`config.mk`:
```
export PLATFORM = sky130hd
export DESIGN_NAME = l1_refill
export DESIGN_NICKNAME = d
export VERILOG_FILES = /design/src/logic/l1_refill_pkg.sv /design/src/logic/refill_fsm.sv /design/src/logic/refill_beat_counter.sv /design/src/logic/refill_addr_regs.sv /design/src/logic/refill_data_path.sv /design/src/logic/l1_refill.sv
export SDC_FILE = /design/constraint.sdc
export NUM_CORES = 1
export LEC_CHECK = 0
export BUFFER_PORTS_ARGS = -buffer_cell sky130_fd_sc_hd__buf_2
export CAP_MARGIN = 0
export CORE_AREA = 2 2 257 259
export CTS_CLUSTER_DIAMETER = 50
export CTS_CLUSTER_SIZE = 28
export DETAILED_ROUTE_END_ITERATION = 10
export DIE_AREA = 0 0 259 261
export PLACE_DENSITY = 0.3
export SYNTH_ARGS = -nofsm -noshare
export SYNTH_HDL_FRONTEND = slang
export SYNTH_SLANG_ARGS = --single-unit
export TNS_END_PERCENT = 5
```
`constraint.sdc`:
```
create_clock -name l1_refill_clk -period 5.64 [get_ports l1_refill_clk]
set_input_delay 0.564 -clock l1_refill_clk [delete_from_list [all_inputs] [get_ports l1_refill_clk]]
set_output_delay 0.564 -clock l1_refill_clk [all_outputs]
set_load 0.01 [all_outputs]
```
`src/logic/l1_refill_pkg.sv`:
```
// Constants, state encoding, address and line views, and port records of the refill controller
package l1_refill_pkg;

  //====================================================================
  // Widths and line geometry
  //====================================================================
  // Stored PC bits, bit 0 is implied
  localparam int PC_WIDTH       = 39;
  localparam int LINE_BEATS     = 4;
  localparam int LINE_HALFWORDS = 8;

  // Beat position now lives in a counter, not in the state
  typedef enum logic [1:0] {
    IDLE    = 2'd0,
    REQ     = 2'd1,
    WFD     = 2'd2,
    INV_WFD = 2'd3
  } refill_state_e;

  // Fetch address split into cache fields
  typedef struct packed {
    logic [27:0] tag;
    logic [5:0]  set;
    logic [1:0]  beat;
    logic [2:0]  offset;
  } refill_pc_t;

  // One refill beat, seen flat or as halfwords
  typedef union packed {
    logic [127:0]                         flat;
    logic [LINE_HALFWORDS-1:0][15:0]      hw;
  } refill_line_u;

  typedef struct packed {
    logic tsize;
    logic cacheable;
    logic bufferable;
    logic supv_mode;
    logic machine_mode;
    logic secure;
  } refill_attr_t;

  //====================================================================
  // Port records
  //====================================================================
  // Request toward the bus interface
  typedef struct packed {
    logic              req;
    refill_attr_t      attr;
    logic [PC_WIDTH:0] ppc;
    logic [PC_WIDTH:0] vpc;
  } ipb_req_t;

  // Write port of the cache arrays
  typedef struct packed {
    logic         wr;
    logic         first;
    logic         last;
    refill_pc_t   index;
    logic [27:0]  ptag;
    logic [127:0] inst_data;
  } icache_wr_t;

  // Bypass record toward the fetch datapath
  typedef struct packed {
    logic         refill_on;
    logic         acc_err;
    logic [28:0]  tag_data;
    logic [127:0] inst_data;
  } ifdp_refill_t;

endpackage

```
`src/logic/refill_fsm.sv`:
```
// Refill state machine with its decoded control strobes
module refill_fsm (
  input  logic                          l1_refill_clk,
  input  logic                          cpurst_b,
  input  logic                          miss_req,
  input  logic                          grnt,
  input  logic                          chgflw,
  input  logic                          data_vld,
  input  logic                          trans_err,
  input  logic                          last_beat,
  input  logic [1:0]                    beat_idx,
  output l1_refill_pkg::refill_state_e  state,
  output logic                          refill_start,
  output logic                          beat_clear,
  output logic                          beat_adv,
  output logic                          index_inc,
  output logic                          wfd_data,
  output logic                          wfd_err,
  output logic                          ipb_req,
  output logic                          refill_on,
  output logic                          busy,
  output logic                          idle,
  output logic                          reissue
);

  l1_refill_pkg::refill_state_e next_state;
  logic                         in_wfd;
  logic                         in_inv_wfd;
  logic                         beat;

  //====================================================================
  // State register
  //====================================================================
  always_ff @(posedge l1_refill_clk or negedge cpurst_b)
  begin
    if (!cpurst_b)
      state <= l1_refill_pkg::IDLE;
    else
      state <= next_state;
  end

  assign in_wfd     = (state == l1_refill_pkg::WFD);
  assign in_inv_wfd = (state == l1_refill_pkg::INV_WFD);

  // Bus returns a beat, good or failed
  assign beat = (in_wfd || in_inv_wfd) && (data_vld || trans_err);

  always_comb
  begin
    next_state = state;
    case (state)
      l1_refill_pkg::IDLE:
        if (miss_req)
          next_state = l1_refill_pkg::REQ;
      l1_refill_pkg::REQ:
        // Flow change before grant simply withdraws the request
        if (chgflw && !grnt)
          next_state = l1_refill_pkg::IDLE;
        else if (grnt && !chgflw)
          next_state = l1_refill_pkg::WFD;
        else if (grnt && chgflw)
          next_state = l1_refill_pkg::INV_WFD;
      l1_refill_pkg::WFD:
        if (beat && last_beat)
          next_state = l1_refill_pkg::IDLE;
        else if (trans_err)
          next_state = l1_refill_pkg::INV_WFD;
        // Only before the first beat may a flow change spoil the line
        else if (!beat && chgflw && (beat_idx == 2'd0))
          next_state = l1_refill_pkg::INV_WFD;
      l1_refill_pkg::INV_WFD:
        if (beat && last_beat)
          next_state = l1_refill_pkg::IDLE;
      default:
        next_state = l1_refill_pkg::IDLE;
    endcase
  end

  //====================================================================
  // Control strobes
  //====================================================================
  assign refill_start = miss_req && (state == l1_refill_pkg::IDLE);
  assign beat_clear   = grnt && (state == l1_refill_pkg::REQ);
  assign beat_adv     = beat;
  assign index_inc    = beat && in_wfd && !last_beat;

  assign wfd_data = in_wfd && data_vld;
  assign wfd_err  = in_wfd && trans_err;

  assign ipb_req   = (state == l1_refill_pkg::REQ);
  assign refill_on = (state == l1_refill_pkg::REQ) || in_wfd;
  assign busy      = (state != l1_refill_pkg::IDLE);
  assign idle      = (state == l1_refill_pkg::IDLE);

  // Fetch restarts after a complete line or on a bus error
  assign reissue = (wfd_data && last_beat) || wfd_err;

endmodule

```
`src/logic/refill_beat_counter.sv`:
```
// Beat counter of a refill transfer and its last-beat flag
module refill_beat_counter (
  input  logic       l1_refill_clk,
  input  logic       cpurst_b,
  input  logic       beat_clear,
  input  logic       beat_adv,
  input  logic       tsize,
  output logic [1:0] beat_idx,
  output logic       last_beat
);

  localparam logic [1:0] FINAL_BEAT = 2'(l1_refill_pkg::LINE_BEATS - 1);

  // Grant restarts the count, each beat moves it on
  always_ff @(posedge l1_refill_clk or negedge cpurst_b)
  begin
    if (!cpurst_b)
      beat_idx <= 2'd0;
    else if (beat_clear)
      beat_idx <= 2'd0;
    else if (beat_adv)
      beat_idx <= beat_idx + 2'd1;
  end

  // A single-beat transfer ends on its first beat
  assign last_beat = (beat_idx == FINAL_BEAT) || !tsize;

endmodule

```
`src/logic/refill_addr_regs.sv`:
```
// Virtual and physical refill PC registers with beat stepping, plus captured attributes
module refill_addr_regs (
  input  logic                        l1_refill_clk,
  input  logic                        cpurst_b,
  input  logic                        refill_start,
  input  logic                        index_inc,
  input  l1_refill_pkg::refill_pc_t   vpc,
  input  l1_refill_pkg::refill_pc_t   ppc,
  input  l1_refill_pkg::refill_attr_t req_attr,
  output l1_refill_pkg::refill_pc_t   pc_v,
  output l1_refill_pkg::refill_pc_t   pc_p,
  output l1_refill_pkg::refill_attr_t attr
);

  // Next beat of the same line, aligned to its start
  function automatic l1_refill_pkg::refill_pc_t beat_step(
    input l1_refill_pkg::refill_pc_t pc
  );
    l1_refill_pkg::refill_pc_t nxt;
    nxt        = pc;
    nxt.beat   = pc.beat + 2'd1;
    nxt.offset = 3'd0;
    return nxt;
  endfunction

  //====================================================================
  // Transfer attributes
  //====================================================================
  always_ff @(posedge l1_refill_clk or negedge cpurst_b)
  begin
    if (!cpurst_b)
      attr <= '0;
    else if (refill_start)
      attr <= req_attr;
  end

  //====================================================================
  // Fetch address registers
  //====================================================================
  // Both PCs step together so index and ptag stay on the same beat
  always_ff @(posedge l1_refill_clk)
  begin
    if (refill_start)
    begin
      pc_v <= vpc;
      pc_p <= ppc;
    end
    else if (index_inc)
    begin
      pc_v <= beat_step(pc_v);
      pc_p <= beat_step(pc_p);
    end
  end

endmodule

```
`src/logic/refill_data_path.sv`:
```
// Halfword reordering of refill data and assembly of cache write and fetch records
module refill_data_path (
  input  logic [127:0]                rdata,
  input  l1_refill_pkg::refill_pc_t   pc_v,
  input  l1_refill_pkg::refill_pc_t   pc_p,
  input  l1_refill_pkg::refill_attr_t attr,
  input  logic                        wfd_data,
  input  logic                        wfd_err,
  input  logic [1:0]                  beat_idx,
  input  logic                        last_beat,
  input  logic                        refill_on,
  output l1_refill_pkg::icache_wr_t   icache_wr,
  output l1_refill_pkg::ifdp_refill_t ifdp
);

  l1_refill_pkg::refill_line_u raw_line;
  l1_refill_pkg::refill_line_u swap_line;
  logic                        line_wr;

  //====================================================================
  // Halfword order
  //====================================================================
  // Bus puts the lowest halfword first, the arrays want it on top
  always_comb
  begin
    raw_line.flat = rdata;
    for (int k = 0; k < l1_refill_pkg::LINE_HALFWORDS; k++)
      swap_line.hw[k] = raw_line.hw[l1_refill_pkg::LINE_HALFWORDS - 1 - k];
  end

  // Only full-line transfers are written into the arrays
  assign line_wr = wfd_data && attr.tsize;

  always_comb
  begin
    icache_wr.wr        = line_wr;
    icache_wr.first     = line_wr && (beat_idx == 2'd0);
    icache_wr.last      = line_wr && last_beat;
    icache_wr.index     = pc_v;
    icache_wr.ptag      = pc_p.tag;
    icache_wr.inst_data = swap_line.flat;
  end

  // Fetch bypass, tag valid rides on top of the tag
  always_comb
  begin
    ifdp.refill_on = refill_on;
    ifdp.acc_err   = wfd_err;
    ifdp.tag_data  = {wfd_data, pc_p.tag};
    ifdp.inst_data = swap_line.flat;
  end

endmodule

```
`src/logic/l1_refill.sv`:
```
// Top level of the instruction cache refill controller
module l1_refill (
  input  logic                        l1_refill_clk,
  input  logic                        cpurst_b,
  // Miss request from the fetch stage
  input  logic                        miss_req,
  input  l1_refill_pkg::refill_pc_t   vpc,
  input  l1_refill_pkg::refill_pc_t   ppc,
  input  l1_refill_pkg::refill_attr_t req_attr,
  // Bus interface
  input  logic                        grnt,
  input  logic                        data_vld,
  input  logic                        trans_err,
  input  logic [127:0]                rdata,
  input  logic                        chgflw,
  output l1_refill_pkg::ipb_req_t     ipb,
  output l1_refill_pkg::icache_wr_t   icache_wr,
  output l1_refill_pkg::ifdp_refill_t ifdp,
  output logic                        reissue,
  output logic                        refill_on,
  output logic                        ipctrl_busy,
  output logic                        idle
);

  l1_refill_pkg::refill_pc_t    pc_v;
  l1_refill_pkg::refill_pc_t    pc_p;
  l1_refill_pkg::refill_attr_t  attr;
  logic                         refill_start;
  logic                         beat_clear;
  logic                         beat_adv;
  logic                         index_inc;
  logic                         wfd_data;
  logic                         wfd_err;
  logic                         ipb_req;
  logic [1:0]                   beat_idx;
  logic                         last_beat;

  //====================================================================
  // Control
  //====================================================================
  refill_fsm u_fsm (
    .l1_refill_clk (l1_refill_clk),
    .cpurst_b      (cpurst_b),
    .miss_req      (miss_req),
    .grnt          (grnt),
    .chgflw        (chgflw),
    .data_vld      (data_vld),
    .trans_err     (trans_err),
    .last_beat     (last_beat),
    .beat_idx      (beat_idx),
    .state         (),
    .refill_start  (refill_start),
    .beat_clear    (beat_clear),
    .beat_adv      (beat_adv),
    .index_inc     (index_inc),
    .wfd_data      (wfd_data),
    .wfd_err       (wfd_err),
    .ipb_req       (ipb_req),
    .refill_on     (refill_on),
    .busy          (ipctrl_busy),
    .idle          (idle),
    .reissue       (reissue)
  );

  refill_beat_counter u_beat_cnt (
    .l1_refill_clk (l1_refill_clk),
    .cpurst_b      (cpurst_b),
    .beat_clear    (beat_clear),
    .beat_adv      (beat_adv),
    .tsize         (attr.tsize),
    .beat_idx      (beat_idx),
    .last_beat     (last_beat)
  );

  //====================================================================
  // Address and data
  //====================================================================
  refill_addr_regs u_addr (
    .l1_refill_clk (l1_refill_clk),
    .cpurst_b      (cpurst_b),
    .refill_start  (refill_start),
    .index_inc     (index_inc),
    .vpc           (vpc),
    .ppc           (ppc),
    .req_attr      (req_attr),
    .pc_v          (pc_v),
    .pc_p          (pc_p),
    .attr          (attr)
  );

  refill_data_path u_data (
    .rdata     (rdata),
    .pc_v      (pc_v),
    .pc_p      (pc_p),
    .attr      (attr),
    .wfd_data  (wfd_data),
    .wfd_err   (wfd_err),
    .beat_idx  (beat_idx),
    .last_beat (last_beat),
    .refill_on (refill_on),
    .icache_wr (icache_wr),
    .ifdp      (ifdp)
  );

  // Bus addresses carry the implied halfword bit as zero
  always_comb
  begin
    ipb.req  = ipb_req;
    ipb.attr = attr;
    ipb.ppc  = {pc_p, 1'b0};
    ipb.vpc  = {pc_v, 1'b0};
  end

endmodule

```
* After elaboration in Yosys (flattened, before gate mapping)
Cells that the tools add are included.
** Storage, ports and cells
- Register bits after elaboration :: 88
- Output and inout bits :: 448
- RAM bits :: 0
- Logic and storage cells :: 75
- Bits in read-only memories :: 0
- Memories kept :: 0
- Latch bits :: 0
** Cells by class
- $lt $le $gt $ge :: 0
- Multiplexer cells :: 15
- Add/subtract/negate cells :: 3
- Bitwise operators :: 0
- Shift operators :: 0
- Div/mod/pow operators :: 0
- Multiply operators :: 0
- Reductions and logical operators :: 33
- Equality and inequality tests :: 8
** Operator list (count)
- $mux 39 :: 2
- $mux 2 :: 10
- $logic_and 1x1->1 :: 17
- $mux 5 :: 2
- $pmux 2 s4 :: 1
- $add 2x1->2 const B :: 3
- $eq 2x2->1 const B :: 3
- $reduce_bool 2->1 :: 3
- $logic_not 1->1 :: 5
- $logic_or 1x1->1 :: 5
- $logic_not 2->1 :: 2
- $ne 2x2->1 const B :: 2
- $ne 4x1->1 const B :: 1
- $ne 4x4->1 const B :: 1
- $reduce_and 4->1 :: 1
- $eq 2x1->1 const B :: 1

* Depth between registers and ports, before layout
- Depth in word-level cells :: 10
- Mapped depth :: 6

* Modules after synthesis
Synthesis repeated with hierarchy kept, for this count alone.
** Unflattened totals
- Cells, all modules :: 590
- Area total of the unflattened synthesis :: 6284.8 sq um
** By module, submodules not included
- refill_addr_regs :: cells each 184, sequential area each 2492.4 sq um, times used 1, area an instance 3139.3 sq um
- refill_data_path :: cells each 358, sequential area each 0.0 sq um, times used 1, area an instance 2690.1 sq um
- refill_fsm :: cells each 36, sequential area each 50.0 sq um, times used 1, area an instance 334.1 sq um
- refill_beat_counter :: cells each 8, sequential area each 50.0 sq um, times used 1, area an instance 95.1 sq um
- l1_refill :: cells each 4, sequential area each 0.0 sq um, times used 1, area an instance 26.3 sq um

* Worst setup path after synthesis
No wires, ideal clock.
- Path kind :: register -> register
- From :: register u_fsm.state[0]
- To :: register, netlist name u_addr.attr[0]
- Path buffers :: 0
- Period minus slack after synthesis :: 2.286 ns
- Required time :: 5.515 ns
- Library setup time :: 0.125 ns
- Data arrival time :: 2.161 ns
- Stages on the path, launching flop included :: 6
- Setup slack :: 3.354 ns
- Path through :: dfrtp_1 -> inv_1 -> ha_1 -> nand2_2 -> inv_2 -> mux2_2
** On the way
- Word-level cells in the longest chain between the ends :: 2
** Ends and longest elaborated chain
- start: declaration :: line refill_fsm.sv:12 : output l1_refill_pkg::refill_state_e state,
- start signal: assignment :: line refill_fsm.sv:37 : state <= l1_refill_pkg::IDLE;
- start signal: assignment :: line refill_fsm.sv:39 : state <= next_state;
- $logic_not 2->1
- via idle :: line l1_refill.sv:22 : output logic idle
- $logic_and 1x1->1 :: line refill_fsm.sv:82 : assign refill_start = miss_req && (state == l1_refill_pkg::IDLE);
- via refill_start :: line l1_refill.sv:28 : logic refill_start;
The timed path passes the listed nets, and every way through them passes these cells.
A chain may end at the register's enable or synchronous reset.

* Worst setup path in the final report
- From :: register u_fsm.state[0]
- To :: output port ipctrl_busy
** On the way
- Word-level cells in the longest chain between the ends :: 1
** Ends and longest elaborated chain
- $reduce_bool 2->1 :: line refill_fsm.sv:92 : assign busy = (state != l1_refill_pkg::IDLE);
- end: declaration :: line l1_refill.sv:21 : output logic ipctrl_busy,
No other way between the ends.

==> results.md <==
* Final Max Slew Viols at 0
* Peak supply drop at 0.1574 mV
* Post-synthesis sequential area ratio at 41.19%
* Met2 usage at 12.08%
* Routed wire length at 24600 µm
* Commonest non-fill, non-tap cells in the layout: buf_2 (280), edfxtp_1 (78), and3_1 (74)
* Met3 usage at 5.836%
* Initial antenna violation count at 2
* Post-route clock skew at 12.80 ps
* Initial DRC count at 146
* Grt total ovfl at 0
* Status: finished, final reports clean
* Total Neg Setup Slack at 0 ps
* DRC viols at 0
* IO Pins at 667
* Post-synthesis average cell area at 10.51 µm²
* RSZ-0062 raised after global routing: false
* WP buf/inv at 4
* Clock Pin Slew Worst Setup and Hold Paths at 80 ps
* Top post-synthesis cells by area: buf_4 (43%), edfxtp_1 (37%), and3_1 (7.4%)
* Hold_ws at 50.97 ps
* Via count at 3464
* Longest Clk Path Bufs at 2
* Crit path top cell by count: inv_1
* Starting Density at 9.676%
* Clk_lat worst skew at 360 ps
* Post-Syn Area at 6294 µm²
* Critical Path AT at 1950 ps
* Largest net degree at the start of global routing at 78
* Critical setup path kind: reg -> out
* Most common cell after layout, fill and taps aside: buf_2
* Area Growth Syn to Fin at 1.233%
* Worst Hold Class: in -> async
* Nature of the critical path endpoint: primary output
* Slowest cell on the critical path: buf_4
* Share of the synthesized area in the top cell type at 42.94%
* Tcrit/Tclk final at 44.49%
* Total GRT Usage at 6.777%
* CTS buffer count at 9
* Placed cell area at 6050 µm²
* Number of flops mapped to enable cells by yosys at 78
* First-pass GRT wire length at 30340 µm
* Final net count at 746
* Grt met1 use at 4.722%
* Max incr delay on CP at 500 ps
* Filler cells at 7481
* Crit-path max FO at 77
* Layout cells sized above 1 at 60.31%
* Core area at 65040 µm²
* CTS tree: yes
* Die width at 259 µm
* Post-CTS Resized at 0
* Via density at 2.494
* Final instance area at 6371 µm²
* Antenna-violating nets left at 0
* Startpoint Class: register
* Drt wl/cell at 17.71 µm
* Detailed Routing Iterations Pass 1 at 4
* Synth Register Bits at 88
* Clock Sinks at 88
* Yosys warns at 0
* Post-synth top flop: edfxtp_1
* Gpl congestion at 0.6390
* Synthesized netlist cell count at 599
* Die area at 67600 µm²
* Worst-margin pin slew at 762.6 ps
* Cell family with most CP delay: buffers and inverters
* Finish-stage setup viols at 0
* Share of flip-flops with an asynchronous set or reset at 11.36%
* Total power at 2.609 mW
* Post-CTS setup buffer count at 0
* Placed cell count at 1372
* Critical-path cell list: inv_1 -> ha_2 -> buf_4 -> inv_1 -> buf_2
* Finished Layout Cells at 1389
* Fmax at 398.5 MHz
* Root Buffer: clkbuf_16
* IO buf count at 280
* Power per cell area at 409.5 nW/µm²
* Top Usage Layer GRT: met2
* Netlist cell types at 29
* CP Data Required Time at 5080 ps
* Final Hold Vio Count at 0
* Synth area leader: buf_4
* Cts-stage hold buffer count at 0
* Vias in the first global route at 3292
* Rows at 94
* Max_cap viols at 0
* LEAKAGE at 2.901 nW
* CTS H-tree lvls at 3
* Relative slew slack at 49.16%
* Final min period at 2509 ps
* Post-DP HPWL at 20310 µm
* Reg2reg setup slack at 3340 ps
* Die Y at 261 µm
## report_power, final
part / internal [mW] / switching [mW]
combinational: 0.356 / 0.552
sequential: 0.924 / 0.0976
clock: 0.390 / 0.289
total: 1.67 / 0.939
## stage by stage
stage,util (%),setup slack [ps]
after floorplan,-,3354
after global placement,9.301,3295
after detailed placement,9.301,3273
after CTS,9.792,2958
after global routing,9.792,2887
final,9.796,3131
## cell usage after synthesis, types with 2 or more instances
cell type / instances
a21oi_1: 7
and2_1: 3
and3_1: 74
buf_4: 360
clkbuf_1: 14
dfrtp_1: 10
edfxtp_1: 78
ha_1: 8
inv_1: 8
mux2_2: 6
mux2_4: 2
nand2_1: 3
nor2_1: 6
o21ai_0: 2
o22ai_1: 2
xnor2_1: 3
## layer usage
layer  routed length (µm)  vias to the layer above  part of all wire (%)
met5                    9                        -                 0.037
met4                 1156                        2                   4.7
met3                 4887                       83                    20
met2                12520                      450                    51
met1                 6023                     1484                    24
li1                     -                     1445                     -
## registers in the layout (all words and copies together), names as in the netlist
register	flops
u_beat_cnt.beat_idx	2
u_addr.attr	6
u_addr.pc_p	39
u_fsm.state	2
u_addr.pc_v	39
## cell families (layout without fill, tap and decap cells)
kind of cell    count (synthesis)  count (layout)  synth area share, %
compound gates                 14              14                1.551
xor+xnor                        3               3               0.4176
fa+ha+maj                       8               8                1.591
buf+inv                       384             308                44.39
flops                          88              88                41.19
mux                             9               9                1.710
other cells                     1               3              0.05958
simple gates                   92              92                9.086
## worst paths after layout
path | from | to | cells after the start
worst min register to register | u_addr.attr[2]$_DFFE_PN0P_ | u_addr.attr[2]$_DFFE_PN0P_ | 1
worst max-delay path | u_fsm.state[0]$_DFFE_PN0P_ | ipctrl_busy | 5
min in group l1_refill_clk | grnt | u_beat_cnt.beat_idx[0]$_DFFE_PN0P_ | 2
worst max register to register | u_fsm.state[0]$_DFFE_PN0P_ | u_addr.pc_v[12]$_DFFE_PP_ | 5
max in group asynchronous | cpurst_b | u_fsm.state[0]$_DFFE_PN0P_ | 1
worst min-delay path | cpurst_b | u_beat_cnt.beat_idx[0]$_DFFE_PN0P_ | 1
## layout make-up
class	count	area, µm²	area share (%)
multi-input cells	128	917.1	14.40
clock inverters	7	93.84	1.473
flip-flops and latches	88	2592	40.69
diodes	1	2.502	0.03928
inverters	9	35.03	0.5499
repair buffers	283	1424	22.35
well taps	864	1081	16.97
clock buffers	9	225.2	3.535
Power figures use the tool's default switching activity.
